`src/hw/fpga_regs_pkg.sv`:
```
`default_nettype none

package fpga_regs_pkg;

    typedef logic [3:0]  reg_addr_t;      // Register word address
    typedef logic [31:0] reg_data_t;      // Register data and TRNG word
    typedef logic [7:0]  log_char_t;
    typedef logic [3:0]  trng_nibble_t;   // Entropy handed to the core per valid

    // Register map, word addresses
    localparam reg_addr_t ADDR_CONTROL         = 4'd0;
    localparam reg_addr_t ADDR_STATUS          = 4'd1;   // Read only
    localparam reg_addr_t ADDR_ITRNG_DIVISOR   = 4'd2;
    localparam reg_addr_t ADDR_CYCLE_COUNT     = 4'd3;   // Read only
    localparam reg_addr_t ADDR_FPGA_VERSION    = 4'd4;   // Read only
    localparam reg_addr_t ADDR_LOG_FIFO_DATA   = 4'd5;   // Read pops a character
    localparam reg_addr_t ADDR_ITRNG_FIFO_DATA = 4'd6;   // Write only

    // Control register bits
    localparam int CTRL_CORE_RST_B        = 0;
    localparam int CTRL_TRIGGER_BUS_RESET = 1;
    localparam int CTRL_ITRNG_FIFO_RESET  = 2;
    localparam int CTRL_DEBUG_LOCKED      = 3;

    // Status register bits
    localparam int STAT_LOG_EMPTY   = 0;
    localparam int STAT_LOG_FULL    = 1;
    localparam int STAT_ITRNG_EMPTY = 2;
    localparam int STAT_ITRNG_FULL  = 3;

    // Bumped on every bitstream release
    localparam reg_data_t FPGA_VERSION = 32'h0001_0300;

endpackage

`default_nettype wire
```
`src/hw/fpga_wrapper_top.sv`:
```
`timescale 1ns/1ps
`default_nettype none

module fpga_wrapper_top #(
    parameter int LOG_FIFO_DEPTH   = 16,
    parameter int ITRNG_FIFO_DEPTH = 4,
    parameter int BUS_RESET_CYCLES = 15
) (
    input  wire                            core_clk,
    input  wire                            hwif_out,
    // Register port
    input  wire                            reg_wr_en,
    input  wire                            reg_rd_en,
    input  wire fpga_regs_pkg::reg_addr_t  reg_addr,
    input  wire fpga_regs_pkg::reg_data_t  reg_wdata,
    output fpga_regs_pkg::reg_data_t       reg_rdata,
    output logic                           reg_rd_valid,
    // Log character source
    input  wire                            log_char_we,
    input  wire fpga_regs_pkg::log_char_t  log_char,
    // Core entropy port
    input  wire                            etrng_req,
    output fpga_regs_pkg::trng_nibble_t    itrng_data,
    output logic                           itrng_valid,
    // Levels to the core and bus
    output logic                           bus_reset_n,
    output logic                           core_rst_b,
    output logic                           debug_locked
);

    import fpga_regs_pkg::*;

    reg_data_t control;
    reg_data_t itrng_divisor;
    reg_data_t itrng_word;
    log_char_t log_head;
    logic      log_valid;
    logic      log_full;
    logic      log_pop;
    logic      itrng_push;
    logic      itrng_empty;
    logic      itrng_full;

    // Fuse-style levels read by the core
    assign core_rst_b   = control[CTRL_CORE_RST_B];
    assign debug_locked = control[CTRL_DEBUG_LOCKED];

    fpga_reg_block u_regs (
        .core_clk      (core_clk),
        .hwif_out      (hwif_out),
        .reg_wr_en     (reg_wr_en),
        .reg_rd_en     (reg_rd_en),
        .reg_addr      (reg_addr),
        .reg_wdata     (reg_wdata),
        .log_head      (log_head),
        .log_valid     (log_valid),
        .log_full      (log_full),
        .itrng_empty   (itrng_empty),
        .itrng_full    (itrng_full),
        .reg_rdata     (reg_rdata),
        .reg_rd_valid  (reg_rd_valid),
        .control       (control),
        .itrng_divisor (itrng_divisor),
        .log_pop       (log_pop),
        .itrng_push    (itrng_push),
        .itrng_word    (itrng_word)
    );

    log_char_fifo #(
        .LOG_FIFO_DEPTH (LOG_FIFO_DEPTH)
    ) u_log_fifo (
        .core_clk    (core_clk),
        .hwif_out    (hwif_out),
        .log_char_we (log_char_we),
        .log_char    (log_char),
        .log_pop     (log_pop),
        .log_head    (log_head),
        .log_valid   (log_valid),
        .log_full    (log_full)
    );

    itrng_nibble_fifo #(
        .ITRNG_FIFO_DEPTH (ITRNG_FIFO_DEPTH)
    ) u_itrng_fifo (
        .core_clk      (core_clk),
        .hwif_out      (hwif_out),
        .itrng_push    (itrng_push),
        .itrng_word    (itrng_word),
        .fifo_clear    (control[CTRL_ITRNG_FIFO_RESET]),
        .itrng_divisor (itrng_divisor),
        .etrng_req     (etrng_req),
        .itrng_data    (itrng_data),
        .itrng_valid   (itrng_valid),
        .itrng_empty   (itrng_empty),
        .itrng_full    (itrng_full)
    );

    bus_reset_pulse #(
        .BUS_RESET_CYCLES (BUS_RESET_CYCLES)
    ) u_bus_reset (
        .core_clk    (core_clk),
        .hwif_out    (hwif_out),
        .trigger     (control[CTRL_TRIGGER_BUS_RESET]),
        .bus_reset_n (bus_reset_n)
    );

endmodule

`default_nettype wire

```
`src/hw/bus_reset_pulse.sv`:
```
`timescale 1ns/1ps
`default_nettype none

module bus_reset_pulse #(
    parameter int BUS_RESET_CYCLES = 15
) (
    input  wire  core_clk,
    input  wire  hwif_out,
    input  wire  trigger,
    output logic bus_reset_n
);

    localparam int CNT_W = (BUS_RESET_CYCLES > 0) ? $clog2(BUS_RESET_CYCLES + 1) : 1;

    logic             trigger_q;
    logic [CNT_W-1:0] remaining;

    // Low for the load cycle plus BUS_RESET_CYCLES more
    always_ff @(posedge core_clk or negedge hwif_out) begin
        if (!hwif_out) begin
            trigger_q   <= 1'b0;
            remaining   <= '0;
            bus_reset_n <= 1'b1;
        end else begin
            trigger_q <= trigger;
            if (trigger && !trigger_q) begin   // Rising edge only
                remaining   <= CNT_W'(BUS_RESET_CYCLES);
                bus_reset_n <= 1'b0;
            end else if (remaining != '0) begin
                remaining   <= remaining - 1'b1;
                bus_reset_n <= 1'b0;
            end else begin
                bus_reset_n <= 1'b1;
            end
        end
    end

endmodule

`default_nettype wire

```
`src/hw/itrng_nibble_fifo.sv`:
```
`timescale 1ns/1ps
`default_nettype none

module itrng_nibble_fifo #(
    parameter int ITRNG_FIFO_DEPTH = 4
) (
    input  wire                            core_clk,
    input  wire                            hwif_out,
    input  wire                            itrng_push,
    input  wire fpga_regs_pkg::reg_data_t  itrng_word,
    input  wire                            fifo_clear,
    input  wire fpga_regs_pkg::reg_data_t  itrng_divisor,
    input  wire                            etrng_req,
    output fpga_regs_pkg::trng_nibble_t    itrng_data,
    output logic                           itrng_valid,
    output logic                           itrng_empty,
    output logic                           itrng_full
);

    import fpga_regs_pkg::*;

    localparam int PTR_W = (ITRNG_FIFO_DEPTH > 1) ? $clog2(ITRNG_FIFO_DEPTH) : 1;
    localparam int CNT_W = $clog2(ITRNG_FIFO_DEPTH + 1);
    localparam logic [PTR_W-1:0] LAST_IDX = PTR_W'(ITRNG_FIFO_DEPTH - 1);
    localparam logic [CNT_W-1:0] FULL_CNT = CNT_W'(ITRNG_FIFO_DEPTH);

    reg_data_t        mem [ITRNG_FIFO_DEPTH];
    reg_data_t        head_word;
    reg_data_t        throttle_cnt;
    logic [PTR_W-1:0] wr_ptr;
    logic [PTR_W-1:0] rd_ptr;
    logic [CNT_W-1:0] count;
    logic [2:0]       nib_idx;        // Next nibble of the head word
    logic             rd_req;
    logic             do_wr;
    logic             do_rd;
    logic             retire;

    assign itrng_empty = (count == '0);
    assign itrng_full  = (count == FULL_CNT);
    assign head_word   = mem[rd_ptr];

    // Request only counts in the cycle the throttle hits zero
    assign rd_req = (throttle_cnt == '0) && etrng_req;
    assign do_wr  = itrng_push && !itrng_full && !fifo_clear;
    assign do_rd  = rd_req && !itrng_empty && !fifo_clear;
    assign retire = do_rd && (nib_idx == 3'd7);   // Last nibble frees the word

    always_ff @(posedge core_clk or negedge hwif_out) begin
        if (!hwif_out) begin
            throttle_cnt <= '0;
        end else if (throttle_cnt == '0) begin
            throttle_cnt <= itrng_divisor;
        end else begin
            throttle_cnt <= throttle_cnt - 1'b1;
        end
    end

    always_ff @(posedge core_clk) begin
        if (do_wr) begin
            mem[wr_ptr] <= itrng_word;
        end
        if (do_rd) begin
            itrng_data <= head_word[{nib_idx, 2'b00} +: 4];   // LS nibble first
        end
    end

    always_ff @(posedge core_clk or negedge hwif_out) begin
        if (!hwif_out) begin
            wr_ptr      <= '0;
            rd_ptr      <= '0;
            count       <= '0;
            nib_idx     <= '0;
            itrng_valid <= 1'b0;
        end else if (fifo_clear) begin
            // Flush, partial word included
            wr_ptr      <= '0;
            rd_ptr      <= '0;
            count       <= '0;
            nib_idx     <= '0;
            itrng_valid <= 1'b0;
        end else begin
            itrng_valid <= do_rd;
            if (do_rd) begin
                nib_idx <= nib_idx + 1'b1;   // Wraps to 0 after nibble 7
            end
            if (do_wr) begin
                wr_ptr <= (wr_ptr == LAST_IDX) ? '0 : wr_ptr + 1'b1;
            end
            if (retire) begin
                rd_ptr <= (rd_ptr == LAST_IDX) ? '0 : rd_ptr + 1'b1;
            end
            if (do_wr && !retire) begin
                count <= count + 1'b1;
            end else if (retire && !do_wr) begin
                count <= count - 1'b1;
            end
        end
    end

endmodule

`default_nettype wire

```
`src/hw/log_char_fifo.sv`:
```
`timescale 1ns/1ps
`default_nettype none

module log_char_fifo #(
    parameter int LOG_FIFO_DEPTH = 16
) (
    input  wire                            core_clk,
    input  wire                            hwif_out,
    input  wire                            log_char_we,
    input  wire fpga_regs_pkg::log_char_t  log_char,
    input  wire                            log_pop,
    output fpga_regs_pkg::log_char_t       log_head,
    output logic                           log_valid,
    output logic                           log_full
);

    import fpga_regs_pkg::*;

    localparam int PTR_W = (LOG_FIFO_DEPTH > 1) ? $clog2(LOG_FIFO_DEPTH) : 1;
    localparam int CNT_W = $clog2(LOG_FIFO_DEPTH + 1);
    localparam logic [PTR_W-1:0] LAST_IDX = PTR_W'(LOG_FIFO_DEPTH - 1);
    localparam logic [CNT_W-1:0] FULL_CNT = CNT_W'(LOG_FIFO_DEPTH);

    log_char_t        mem [LOG_FIFO_DEPTH];
    logic [PTR_W-1:0] wr_ptr;
    logic [PTR_W-1:0] rd_ptr;
    logic [CNT_W-1:0] count;
    logic             do_wr;
    logic             do_rd;

    assign log_valid = (count != '0);
    assign log_full  = (count == FULL_CNT);
    assign log_head  = mem[rd_ptr];          // Oldest character falls through

    assign do_wr = log_char_we && !log_full;  // Overflow chars are lost
    assign do_rd = log_pop && log_valid;

    always_ff @(posedge core_clk) begin
        if (do_wr) begin
            mem[wr_ptr] <= log_char;
        end
    end

    always_ff @(posedge core_clk or negedge hwif_out) begin
        if (!hwif_out) begin
            wr_ptr <= '0;
            rd_ptr <= '0;
            count  <= '0;
        end else begin
            if (do_wr) begin
                wr_ptr <= (wr_ptr == LAST_IDX) ? '0 : wr_ptr + 1'b1;
            end
            if (do_rd) begin
                rd_ptr <= (rd_ptr == LAST_IDX) ? '0 : rd_ptr + 1'b1;
            end
            // Push and pop together leave the count alone
            if (do_wr && !do_rd) begin
                count <= count + 1'b1;
            end else if (do_rd && !do_wr) begin
                count <= count - 1'b1;
            end
        end
    end

endmodule

`default_nettype wire

```
`src/hw/fpga_reg_block.sv`:
```
`timescale 1ns/1ps
`default_nettype none

module fpga_reg_block (
    input  wire                            core_clk,
    input  wire                            hwif_out,
    input  wire                            reg_wr_en,
    input  wire                            reg_rd_en,
    input  wire fpga_regs_pkg::reg_addr_t  reg_addr,
    input  wire fpga_regs_pkg::reg_data_t  reg_wdata,
    input  wire fpga_regs_pkg::log_char_t  log_head,
    input  wire                            log_valid,
    input  wire                            log_full,
    input  wire                            itrng_empty,
    input  wire                            itrng_full,
    output fpga_regs_pkg::reg_data_t       reg_rdata,
    output logic                           reg_rd_valid,
    output fpga_regs_pkg::reg_data_t       control,
    output fpga_regs_pkg::reg_data_t       itrng_divisor,
    output logic                           log_pop,
    output logic                           itrng_push,
    output fpga_regs_pkg::reg_data_t       itrng_word
);

    import fpga_regs_pkg::*;

    reg_data_t cycle_count;
    reg_data_t status;
    reg_data_t rd_mux;
    logic      wr_control;
    logic      wr_divisor;

    assign wr_control = reg_wr_en && (reg_addr == ADDR_CONTROL);
    assign wr_divisor = reg_wr_en && (reg_addr == ADDR_ITRNG_DIVISOR);

    // Data register writes go straight into the TRNG FIFO
    assign itrng_push = reg_wr_en && (reg_addr == ADDR_ITRNG_FIFO_DATA);
    assign itrng_word = reg_wdata;

    // Every read of the log address pops, the FIFO ignores it while empty
    assign log_pop = reg_rd_en && (reg_addr == ADDR_LOG_FIFO_DATA);

    always_ff @(posedge core_clk or negedge hwif_out) begin
        if (!hwif_out) begin
            control       <= '0;
            itrng_divisor <= '0;
        end else begin
            if (wr_control) begin
                control <= reg_wdata;
            end
            if (wr_divisor) begin
                itrng_divisor <= reg_wdata;
            end
        end
    end

    // Held at zero while the core sits in reset
    always_ff @(posedge core_clk or negedge hwif_out) begin
        if (!hwif_out) begin
            cycle_count <= '0;
        end else if (!control[CTRL_CORE_RST_B]) begin
            cycle_count <= '0;
        end else begin
            cycle_count <= cycle_count + 1'b1;
        end
    end

    always_comb begin
        status                   = '0;
        status[STAT_LOG_EMPTY]   = !log_valid;
        status[STAT_LOG_FULL]    = log_full;
        status[STAT_ITRNG_EMPTY] = itrng_empty;
        status[STAT_ITRNG_FULL]  = itrng_full;
    end

    always_comb begin
        case (reg_addr)
            ADDR_CONTROL:       rd_mux = control;
            ADDR_STATUS:        rd_mux = status;
            ADDR_ITRNG_DIVISOR: rd_mux = itrng_divisor;
            ADDR_CYCLE_COUNT:   rd_mux = cycle_count;
            ADDR_FPGA_VERSION:  rd_mux = FPGA_VERSION;
            ADDR_LOG_FIFO_DATA: rd_mux = log_valid ? {23'd0, 1'b1, log_head} : '0;  // Valid in bit 8
            default:            rd_mux = '0;   // Unmapped and write-only
        endcase
    end

    // Read data one cycle after the strobe
    always_ff @(posedge core_clk or negedge hwif_out) begin
        if (!hwif_out) begin
            reg_rd_valid <= 1'b0;
        end else begin
            reg_rd_valid <= reg_rd_en;
        end
    end

    always_ff @(posedge core_clk) begin
        if (reg_rd_en) begin
            reg_rdata <= rd_mux;
        end
    end

endmodule

`default_nettype wire

```
`config.mk`:
```
export PLATFORM = sky130hd
export DESIGN_NAME = fpga_wrapper_top
export DESIGN_NICKNAME = d
export VERILOG_FILES = /design/src/hw/fpga_regs_pkg.sv /design/src/hw/fpga_wrapper_top.sv /design/src/hw/bus_reset_pulse.sv /design/src/hw/itrng_nibble_fifo.sv /design/src/hw/log_char_fifo.sv /design/src/hw/fpga_reg_block.sv
export SDC_FILE = /design/constraint.sdc
export NUM_CORES = 1
export LEC_CHECK = 0
export BUFFER_PORTS_ARGS = -buffer_cell sky130_fd_sc_hd__buf_4
export CAP_MARGIN = 0
export CORE_MARGIN = 4
export CORE_UTILIZATION = 43
export CTS_CLUSTER_SIZE = 40
export DETAILED_ROUTE_END_ITERATION = 8
export SLEW_MARGIN = 15
export SYNTH_ARGS = -nofsm -noshare
export SYNTH_HDL_FRONTEND = slang
export SYNTH_SLANG_ARGS = --single-unit
export TNS_END_PERCENT = 20
```
`constraint.sdc`:
```
create_clock -name core_clk -period 5.4 [get_ports core_clk]
set_input_delay 0.81 -clock core_clk [delete_from_list [all_inputs] [get_ports core_clk]]
set_output_delay 0.81 -clock core_clk [all_outputs]
set_load 0.005 [all_outputs]
```
Word-level counts from Yosys, hierarchy flattened
Memory sizes are Yosys's and may differ from the RTL's.
Index checks and enable logic that the tools add are counted.
{"block": "totals", "ramBits": 256, "n_memories": 2, "wordCells": 112, "out_inout_bits": 41, "inputBits": 50, "ff_bits": 195}
{"memory": "u_itrng_fifo.mem", "depth": 4, "word_bits": 32, "rd": 1, "rd_clocked_by_memory_dff": 0, "write_ports": 1, "line_no": "itrng_nibble_fifo.sv:27", "rtl": "reg_data_t mem [ITRNG_FIFO_DEPTH];"}
{"memory": "u_log_fifo.mem", "depth": 16, "word_bits": 8, "rd": 1, "rd_clocked_by_memory_dff": 0, "write_ports": 1, "line_no": "log_char_fifo.sv:24", "rtl": "log_char_t mem [LOG_FIFO_DEPTH];"}
{"block": "classes", "n_eq_ne": 13, "reduce_logical": 38, "shifts": 1, "addsub": 12, "muxes": 28}
{"op": "32-bit case mux with 6 select lines", "count": 1}
{"op": "32-bit 2-to-1 mux", "count": 2}
{"op": "32-bit by 1-bit adder with 32-bit output, second input constant", "count": 1}
{"op": "32-bit zero test", "count": 1}
{"op": "32-bit by 6-bit indexed part select with 4-bit output", "count": 1}
{"op": "32-bit by 1-bit subtractor with 32-bit output, second input constant", "count": 1}
{"op": "1-bit logical AND", "count": 17}
{"op": "4-bit 2-to-1 mux", "count": 4}
{"op": "3-bit 2-to-1 mux", "count": 5}
{"op": "4-bit by 3-bit == test with 1-bit output, second input constant", "count": 3}
{"op": "2-bit 2-to-1 mux", "count": 6}
{"op": "1-bit zero test", "count": 10}
{"op": "5-bit 2-to-1 mux", "count": 2}
{"op": "2-bit nonzero test", "count": 5}
{"op": "9-bit 2-to-1 mux", "count": 1}
{"op": "4-bit by 1-bit adder with 4-bit output, second input constant", "count": 2}
{"op": "4-bit by 2-bit == test with 1-bit output, second input constant", "count": 2}
{"op": "4-bit == test, second input constant", "count": 2}
{"op": "1-bit 2-to-1 mux", "count": 7}
{"op": "3-bit by 1-bit adder with 3-bit output, second input constant", "count": 2}
{"op": "3-bit == test, second input constant", "count": 2}
{"op": "5-bit by 1-bit adder with 5-bit output, second input constant", "count": 1}
{"op": "5-bit == test, second input constant", "count": 1}
{"op": "5-bit nonzero test", "count": 1}
{"op": "10 further kinds", "count": 12}

Depth between registers and ports, before layout
Gate-level depths: netlist of run 1.
{"block": "logic_depth", "depth_word": 9, "mapped_depth": 13, "ltp_nobuf": 12}

Cells and area by module
A second synthesis of run 1 with hierarchy kept.
{"block": "unflattened", "cells_unflattened": 1338, "area_unflattened_um2": 19887.8}
{"module": "itrng_nibble_fifo", "n_inst": 1, "area_each_um2": 7539.7, "seq_area_each_um2": 5039.8, "cells_each": 463}
{"module": "fpga_reg_block", "n_inst": 1, "area_each_um2": 6162.2, "seq_area_each_um2": 3388.2, "cells_each": 527}
{"module": "log_char_fifo", "n_inst": 1, "area_each_um2": 5908.2, "seq_area_each_um2": 4169.0, "cells_each": 323}
{"module": "bus_reset_pulse", "n_inst": 1, "area_each_um2": 277.8, "seq_area_each_um2": 151.4, "cells_each": 25}

Worst setup path after synthesis of run 1
OpenSTA, ideal clock, no wires.
{"block": "synth_path", "kind": "input to register", "start": "input reg_addr[2]", "end": "register u_log_fifo.count[4]", "t_required_ps": 5277, "arrival_time_ps": 3010, "path_buffers": 1, "slack_ps": 2267, "stages": 12, "setup_ps": 123, "path_cell_list": "clkbuf_1 > nand3_1 > a21oi_1 > nand2_1 > ha_1 > inv_1 > ha_1 > a21o_1 > a21oi_1 > xnor2_1 > nor2_1 > xnor2_1"}
{"block": "synth_via", "elab_chain_cells": 6, "elab_cells_between_ends": 8, "cone_classes": "eq/ne: 1; mux: 1; reduce/logical: 6"}
{"item": "start: declaration", "line_no": "fpga_wrapper_top.sv:14", "rtl": "input wire fpga_regs_pkg::reg_addr_t reg_addr,"}
{"item": "4-bit by 3-bit == test with 1-bit output *", "line_no": "fpga_reg_block.sv:41", "rtl": "assign log_pop = reg_rd_en && (reg_addr == ADDR_LOG_FIFO_DATA);"}
{"item": "1-bit logical AND *", "line_no": "fpga_reg_block.sv:41"}
{"item": "1-bit logical AND *", "line_no": "log_char_fifo.sv:36", "rtl": "assign do_rd = log_pop && log_valid;"}
{"item": "1-bit zero test", "line_no": "log_char_fifo.sv:57", "rtl": "if (do_wr && !do_rd) begin"}
{"item": "1-bit logical AND", "line_no": "log_char_fifo.sv:57"}
{"item": "5-bit 2-to-1 mux / 2-bit nonzero test (equally long branches)"}
{"item": "end signal: assignment", "line_no": "log_char_fifo.sv:58", "rtl": "count <= count + 1'b1;"}
{"item": "end signal: assignment", "line_no": "log_char_fifo.sv:60", "rtl": "count <= count - 1'b1;"}
{"item": "end: declaration", "line_no": "log_char_fifo.sv:27", "rtl": "logic [CNT_W-1:0] count;"}
Every way passes the cells marked *; elsewhere a longest branch is shown, timed or not.
A chain may end at the register's enable or synchronous reset.

Worst setup path after layout of run 1
{"block": "layout_path", "start": "register u_itrng_fifo.throttle_cnt[26]", "end": "register u_itrng_fifo.count[2]"}
{"block": "layout_via", "elab_chain_cells": 9, "elab_cells_between_ends": 11, "cone_classes": "mux: 2; reduce/logical: 9"}
{"item": "start: declaration", "line_no": "itrng_nibble_fifo.sv:29", "rtl": "reg_data_t throttle_cnt;"}
{"item": "start signal: assignment", "line_no": "itrng_nibble_fifo.sv:53", "rtl": "throttle_cnt <= itrng_divisor;"}
{"item": "start signal: assignment", "line_no": "itrng_nibble_fifo.sv:55", "rtl": "throttle_cnt <= throttle_cnt - 1'b1;"}
{"item": "32-bit zero test *", "line_no": "itrng_nibble_fifo.sv:44", "rtl": "assign rd_req = (throttle_cnt == '0) && etrng_req;"}
{"item": "1-bit logical AND *", "line_no": "itrng_nibble_fifo.sv:44"}
{"item": "1-bit logical AND * (2 in a row)", "line_no": "itrng_nibble_fifo.sv:46", "rtl": "assign do_rd = rd_req && !itrng_empty && !fifo_clear;"}
{"item": "1-bit logical AND *", "line_no": "itrng_nibble_fifo.sv:47", "rtl": "assign retire = do_rd && (nib_idx == 3'd7);"}
{"item": "1-bit zero test", "line_no": "itrng_nibble_fifo.sv:93", "rtl": "if (do_wr && !retire) begin"}
{"item": "1-bit logical AND", "line_no": "itrng_nibble_fifo.sv:93"}
{"item": "3-bit 2-to-1 mux", "line_no": "itrng_nibble_fifo.sv:93"}
{"item": "3-bit 2-to-1 mux", "line_no": "itrng_nibble_fifo.sv:75", "rtl": "end else if (fifo_clear) begin"}
{"item": "end signal: assignment", "line_no": "itrng_nibble_fifo.sv:94", "rtl": "count <= count + 1'b1;"}
{"item": "end signal: assignment", "line_no": "itrng_nibble_fifo.sv:96", "rtl": "count <= count - 1'b1;"}
{"item": "end: declaration", "line_no": "itrng_nibble_fifo.sv:32", "rtl": "logic [CNT_W-1:0] count;"}
Marked as above.

==> results of run 1 <==
-- power groups by stage --
stage               Sequential [W]  Combinational, W  Clock (W)
CTS                        0.00446           0.00130    0.00331
detailed placement         0.00452           0.00129          0
finish                     0.00445           0.00127    0.00324
global placement           0.00451           0.00126          0
floorplan                  0.00433          0.000993          0
global route               0.00451           0.00142    0.00347
-- placed cells by master (no fill, tap or decap), drive strengths merged, types with 3 or more instances in the layout --
master,Yosys,layout
nor2,56,56
dfrtp,158,158
or3,12,12
nand2b,5,5
and3,5,5
nand2,74,74
buf,21,110
xor2,16,16
mux4,72,72
a21o,6,6
inv,37,39
a21oi,22,22
mux2,87,87
clkbuf,36,60
ha,21,21
nor3,23,23
mux2i,10,10
a222oi,29,29
edfxtp,292,292
o21ai,42,42
o31ai,3,3
nor4,16,16
and4,6,6
a21boi,7,7
or4,6,6
nand3,32,32
xnor2,39,39
nor2b,6,6
bufinv,0,5
and2,28,28
nand4,10,10
clkinv,0,19
-- worst register-to-register path: cells and delay by family, from the launching register on --
kind / cells / cell delay [ns]
AND/OR/NAND/NOR: 5 / 1.66
AO/OA/AOI/OAI: 2 / 0.25
adder cells (fa/ha/maj): 1 / 0.42
multiplexers: 1 / 0.33
flip-flops: 1 / 0.45
-- flip-flops by register name, summed over array words and instances (netlist names), 2 cells and up --
name,count
u_itrng_fifo.rd_ptr,2
u_itrng_fifo.mem,128
u_regs.itrng_divisor,32
u_log_fifo.wr_ptr,4
u_log_fifo.mem,128
u_regs.cycle_count,32
u_log_fifo.rd_ptr,4
u_itrng_fifo.count,3
u_itrng_fifo.nib_idx,3
u_log_fifo.count,5
u_itrng_fifo.throttle_cnt,32
u_itrng_fifo.itrng_data,4
u_bus_reset.remaining,4
u_regs.reg_rdata,32
u_regs.control,32
u_itrng_fifo.wr_ptr,2
-- layout make-up --
| cell class | instances | area share [%] |
|---|---|---|
| diodes | 1 | 0.01143 |
| well taps | 585 | 3.342 |
| flip-flops and latches | 451 | 58.23 |
| clock buffers | 60 | 5.873 |
| multi-input cells | 655 | 26.90 |
| inverters | 37 | 0.6341 |
| clock inverters | 27 | 1.223 |
| repair buffers | 110 | 3.788 |
-- logic make-up after synthesis --
group | Yosys count
compound gates | 124
xor+xnor | 55
mux | 169
simple gates | 284
buf+inv | 94
fa+ha+maj | 23
flops | 451
-- layer usage --
metal | GRT usage [%] | wire (um)
met1 | 27.88 | 20340
met2 | 27.60 | 19650
met3 | 3.762 | 2480
met4 | 3.687 | 630
met5 | 0 | 0
-- worst max path at each step --
stage,end,cells past startpoint,start,slack (ns)
3_5_place_dp,u_log_fifo.count[4]$_DFFE_PN0P_,13,reg_addr[1],2.01
2_1_floorplan,u_log_fifo.count[4]$_DFFE_PN0P_,12,reg_addr[2],2.27
5_1_grt,u_itrng_fifo.count[2]$_DFFE_PN0P_,9,u_itrng_fifo.throttle_cnt[26]$_DFF_PN0_,1.96
4_1_cts,u_itrng_fifo.count[2]$_DFFE_PN0P_,9,u_itrng_fifo.throttle_cnt[26]$_DFF_PN0_,2.20
3_3_place_gp,u_log_fifo.count[4]$_DFFE_PN0P_,13,reg_addr[1],2.09
6_report,u_itrng_fifo.count[2]$_DFFE_PN0P_,9,u_itrng_fifo.throttle_cnt[26]$_DFF_PN0_,2.21
-- stage by stage --
step	utilization, %	instances	instance area (um^2)	setup WS (ns)	total power, W
5_1_grt	50.50	1925	21900	1.958	0.009391
4_1_cts	50.50	1925	21900	2.204	0.009067
6_report	50.51	1926	21900	2.208	0.008969
2_1_floorplan	-	1200	18950	2.267	0.005320
3_3_place_gp	46.91	1838	20340	2.087	0.005770
3_5_place_dp	46.92	1838	20340	2.007	0.005809
==> flow_summary.ini, run 1 <==
[power_and_ir_drop]
power_density_nw_per_um2 = 409.5
clkPwrFrac_pct = 36.2
pwr-share-comb_pct = 14.2
ir_worst_vdd_v = 0.0002893
power_switching_w = 0.002330
p_int_w = 0.006638
p_seq_share_pct = 49.6
p_sw_share_pct = 25.98
p_leak_nw = 8.113

[yosys]
synth_top_family_by_area = multiplexers
syn_area_per_cell_um2 = 15.79
synth_xor_area_share_pct = 2.542
synthCells = 1200
synthTopCellsByCount = 292 x edfxtp_1, 158 x dfrtp_1, 84 x mux2_2
ys_seq_area_share_pct = 67.26
ys.warnings.count = 0
synth_top_area_share_pct = 46.26
synth-compound-area-share_pct = 4.515
yosys.area.top_type = edfxtp_1
synth.distinct_cells = 58
synth_edf_count = 292
synthMuxAreaShare_pct = 14.25
yosys.area_share.simple_pct = 7.942
synth_area_leaders = edfxtp_1 46%, dfrtp_1 21%, mux4_2 8.6%
synthesis.nets = 1273
synthArstFlopShare_pct = 35.25
yosysMostFrequentCell = edfxtp_1
synthFlopType = edfxtp_1
synth_adder_area_share_pct = 1.598
synth_area_um2 = 18950
ys_ff_latch = 451

[setup_path]
critical_path_class = reg2reg
rr_endpoint = u_itrng_fifo.count[2]$_DFFE_PN0P_
max_stage_delay_ns = 0.55
required_ns = 5.86
cp_cell_sequence = nor4_2 -> nand2_1 -> or3_1 -> nor4_4 -> nor3_1 -> fa_1 -> a211oi_1 -> a31oi_1 -> mux2_1
worst_setup_path_end_kind = flip-flop
worstPathMaxFanout = 10
r2r_slack_ns = 2.21
worstReg2RegStart = u_itrng_fifo.throttle_cnt[26]$_DFF_PN0_
startpoint_type = flip-flop
crit_family = simple AND/OR/NAND/NOR gates
worst-path-buf-inv = 0
worstPathArrival_ns = 3.65
cpMaxStageDelayCell = or3_1
rr_worst_depth = 9

[grt]
grt_pass1_vias = 10980
grt_use_total_pct = 18.30
grt_pass1_wl_um = 66350
grt_overflow = 0
antenna_found_initial = 3
grt_max_degree = 91

[timing]
hold_viol_final = 0
rsz0062_at_grt = false
final_max_slew_viol_count = 0
fmax_mhz = 313.3
setup_violations = 0
worstMarginPinSlew_ns = 0.9673
fin_crit_sh_pct = 59.12
worst_hold_slack_ns = 0.2807
clock_skew_ns = 0.02421
fin_crit_ns = 3.192
tns_ns = 0
maxSlewHeadroom_pct = 35.28

[floorplan]
core_area_um2 = 43360
die_w_um = 217.9
dieArea_um2 = 47500
io_pins = 91
rows = 76
die_h_um = 217.9
start_util_pct = 43.71

[clock_tree]
clk_pin_slew_ns = 0.06
cts_resized = 0
cts_post_setup_buffers_inserted = 0
cts_tree = built
clk_path_buf_depth = 3
postCtsHoldBufs = 0
cts_root_buf = clkbuf_16
clk_latency_ns = 0.58
cts.sinks = 451
numCtsBuffers = 47
htreeDepth = 2

[placed_design]
port_buffers = 90
place_congestion = 0.7752
dp_hpwl_um = 28100

[final_layout]
drive_gt1_share_pct = 26.57
num-fill-cells = 3656
multi_input_area_um2 = 5891
area_growth_pct = 15.55
final-seq-area_um2 = 12750
nets = 1375

[routing]
firstDrtPassIters = 5
finalWirelength_um = 43090
ant_nets = 0
drt_iter0_markers = 935
drcViolationCount = 0
via_per_inst = 5.544
vias = 10680
wire_per_inst_um = 22.37

[min_path]
hold_class = in2async

[job]
cap_violations = 0

[run_status]
outcome = finished clean
Note: power is estimated with default switching activity, not from simulation.
==> run 2, diff against run 1 <==
- clock period: 5.4 -> 3.18 ns (I/O delays scaled with it)
==> run 2 against run 1 <==
Net effect:
- non-clock buffer count rose by 33
- utilization rose by 0.93 points
- count of clock-buffer cells in the layout rose by 3
- wire length rose by 0.85%
- via count rose by 0.79%
- highest routed layer unchanged
==> flow_summary.ini, run 2 (synthesis results as in run 1) <==
[final_layout]
layout.cells.non_filler = 1959
reg_top3 = u_itrng_fifo.mem: 128 flops, u_log_fifo.mem: 128 flops
final_cell_mix = 292 x edfxtp_1, 156 x dfrtp_1, 133 x buf_4
nets = 1408
final-seq-area_um2 = 12750
area_growth_pct = 17.69
multi_input_area_um2 = 5892
drive_gt1_share_pct = 28.77
stdcell_area_um2 = 22310
num-fill-cells = 3666
final_common_cell = edfxtp_1

[setup_path]
worstReg2RegStart = u_itrng_fifo.throttle_cnt[2]$_DFF_PN0_
required_ns = 3.64
worstPathMaxFanout = 5
critical_path_class = reg2reg
worstPathArrival_ns = 3.38
startpoint_type = flip-flop
worst_setup_path_end_kind = flip-flop
rr_endpoint = u_itrng_fifo.count[2]$_DFFE_PN0P_
rr_worst_depth = 9
r2r_slack_ns = 0.27

[placed_design]
place_congestion = 0.7817
dp.cells = 1870
port_buffers = 90
dp_hpwl_um = 28640
placed_cell_area_um2 = 20680

[clock_tree]
clk_latency_ns = 0.58
cts_tree = built
htreeDepth = 2
clk_pin_slew_ns = 0.06
cts.sinks = 451
cts_root_buf = clkbuf_16
numCtsBuffers = 47
clk_path_buf_depth = 3

[routing]
firstDrtPassIters = 7
ant_nets = 0
vias = 10760
drcViolationCount = 0
finalWirelength_um = 43460
wire_per_inst_um = 22.18
via_per_inst = 5.493
drt_iter0_markers = 978

[min_path]
hold_class = in2reg
holdPathEnd = u_itrng_fifo.mem[1][29]$_DFFE_PP_
min_path_cells = 1
min_from = reg_wdata[29]

[grt]
antenna_found_initial = 2
grt_pass1_vias = 11010
grt_max_degree = 67
grt_overflow = 0
grt_use_total_pct = 18.54
grt_pass1_wl_um = 67200

[timing]
tns_ns = 0
fin_crit_ns = 2.914
final_max_slew_viol_count = 0
maxSlewHeadroom_pct = 44.51
rsz0062_at_grt = false
clock_skew_ns = 0.02422
setup_violations = 0
fmax_mhz = 343.2
worst_hold_slack_ns = 0.1172
hold_viol_final = 0
fin_crit_sh_pct = 91.63
worstMarginPinSlew_ns = 0.8324

[power_and_ir_drop]
pwr-share-comb_pct = 15.5
p_int_w = 0.01140
power_density_nw_per_um2 = 691.5
p_total_w = 0.01542
ir_worst_vdd_v = 0.0004585
p_leak_nw = 8.346
p_seq_share_pct = 48.1
clkPwrFrac_pct = 36.5
p_sw_share_pct = 26.07
power_switching_w = 0.004021

[floorplan]
core_area_um2 = 43360
io_pins = 91
die_w_um = 217.9
start_util_pct = 43.71
rows = 76
die_h_um = 217.9
dieArea_um2 = 47500

[job]
cap_violations = 0

[run_status]
outcome = finished clean
## run 2: layer usage
layer / global-route usage (%) / wire, um
met5: 0 / 0
met4: 4.466 / 851
met3: 3.414 / 2527
met2: 28.18 / 19840
met1: 27.96 / 20240
## run 2: power by group through the flow
stage / combinational [W] / clock, W / sequential [W]
after floorplan: 0.00169 / 0 / 0.00735
after global placement: 0.00238 / 0 / 0.00749
after detailed placement: 0.00241 / 0 / 0.00752
after CTS: 0.00243 / 0.00577 / 0.00741
after global routing: 0.00266 / 0.00605 / 0.00749
final: 0.00238 / 0.00562 / 0.00742
## run 2: worst max-delay path by stage
stage	startpoint	endpoint	slack (ns)
3_5_place_dp	u_log_fifo.count[0]$_DFFE_PN0P_	u_log_fifo.count[4]$_DFFE_PN0P_	0.21
2_1_floorplan	u_itrng_fifo.throttle_cnt[2]$_DFF_PN0_	u_itrng_fifo.count[2]$_DFFE_PN0P_	0.33
6_report	u_itrng_fifo.throttle_cnt[2]$_DFF_PN0_	u_itrng_fifo.count[2]$_DFFE_PN0P_	0.27
3_3_place_gp	u_itrng_fifo.throttle_cnt[2]$_DFF_PN0_	u_itrng_fifo.count[2]$_DFFE_PN0P_	0.32
4_1_cts	u_log_fifo.count[0]$_DFFE_PN0P_	u_log_fifo.count[4]$_DFFE_PN0P_	0.17
5_1_grt	u_itrng_fifo.throttle_cnt[2]$_DFF_PN0_	u_itrng_fifo.count[2]$_DFFE_PN0P_	0.13
## run 2: area by class of cell
class | count | area share, %
Clock inverter | 24 | 1.122
Antenna cell | 1 | 0.01122
Multi-Input combinational cell | 655 | 26.42
Inverter | 37 | 0.6227
Clock buffer | 63 | 6.092
Sequential cell | 451 | 57.17
Timing Repair Buffer | 143 | 5.290
Tap cell | 585 | 3.282
## run 2: metrics by stage
| step | utilization (%) | worst slack (ns) |
|---|---|---|
| 6_report | 51.44 | 0.2661 |
| 5_1_grt | 51.43 | 0.1283 |
| 4_1_cts | 51.42 | 0.1670 |
| 3_5_place_dp | 47.69 | 0.2135 |
| 3_3_place_gp | 47.69 | 0.3187 |
| 2_1_floorplan | - | 0.3253 |
## run 2: repair_timing
item | in CTS | in global routing
endpoints found under the setup margin | 0 | 1
gates resized for setup | 0 | 1
hold buffers | 1 | 0
setup buffers | 0 | 0
hold endpoints to repair | 63 | 0
## run 2: critical path, stage by stage, from the launching register on
cell and delay [ns]:
dfrtp_1 0.45, nor4_4 0.37, nand2_2 0.15, or3_1 0.45
nor4_4 0.29, nor3_1 0.09, fa_1 0.41, a211oi_1 0.20
a31oi_1 0.07, mux2_1 0.31
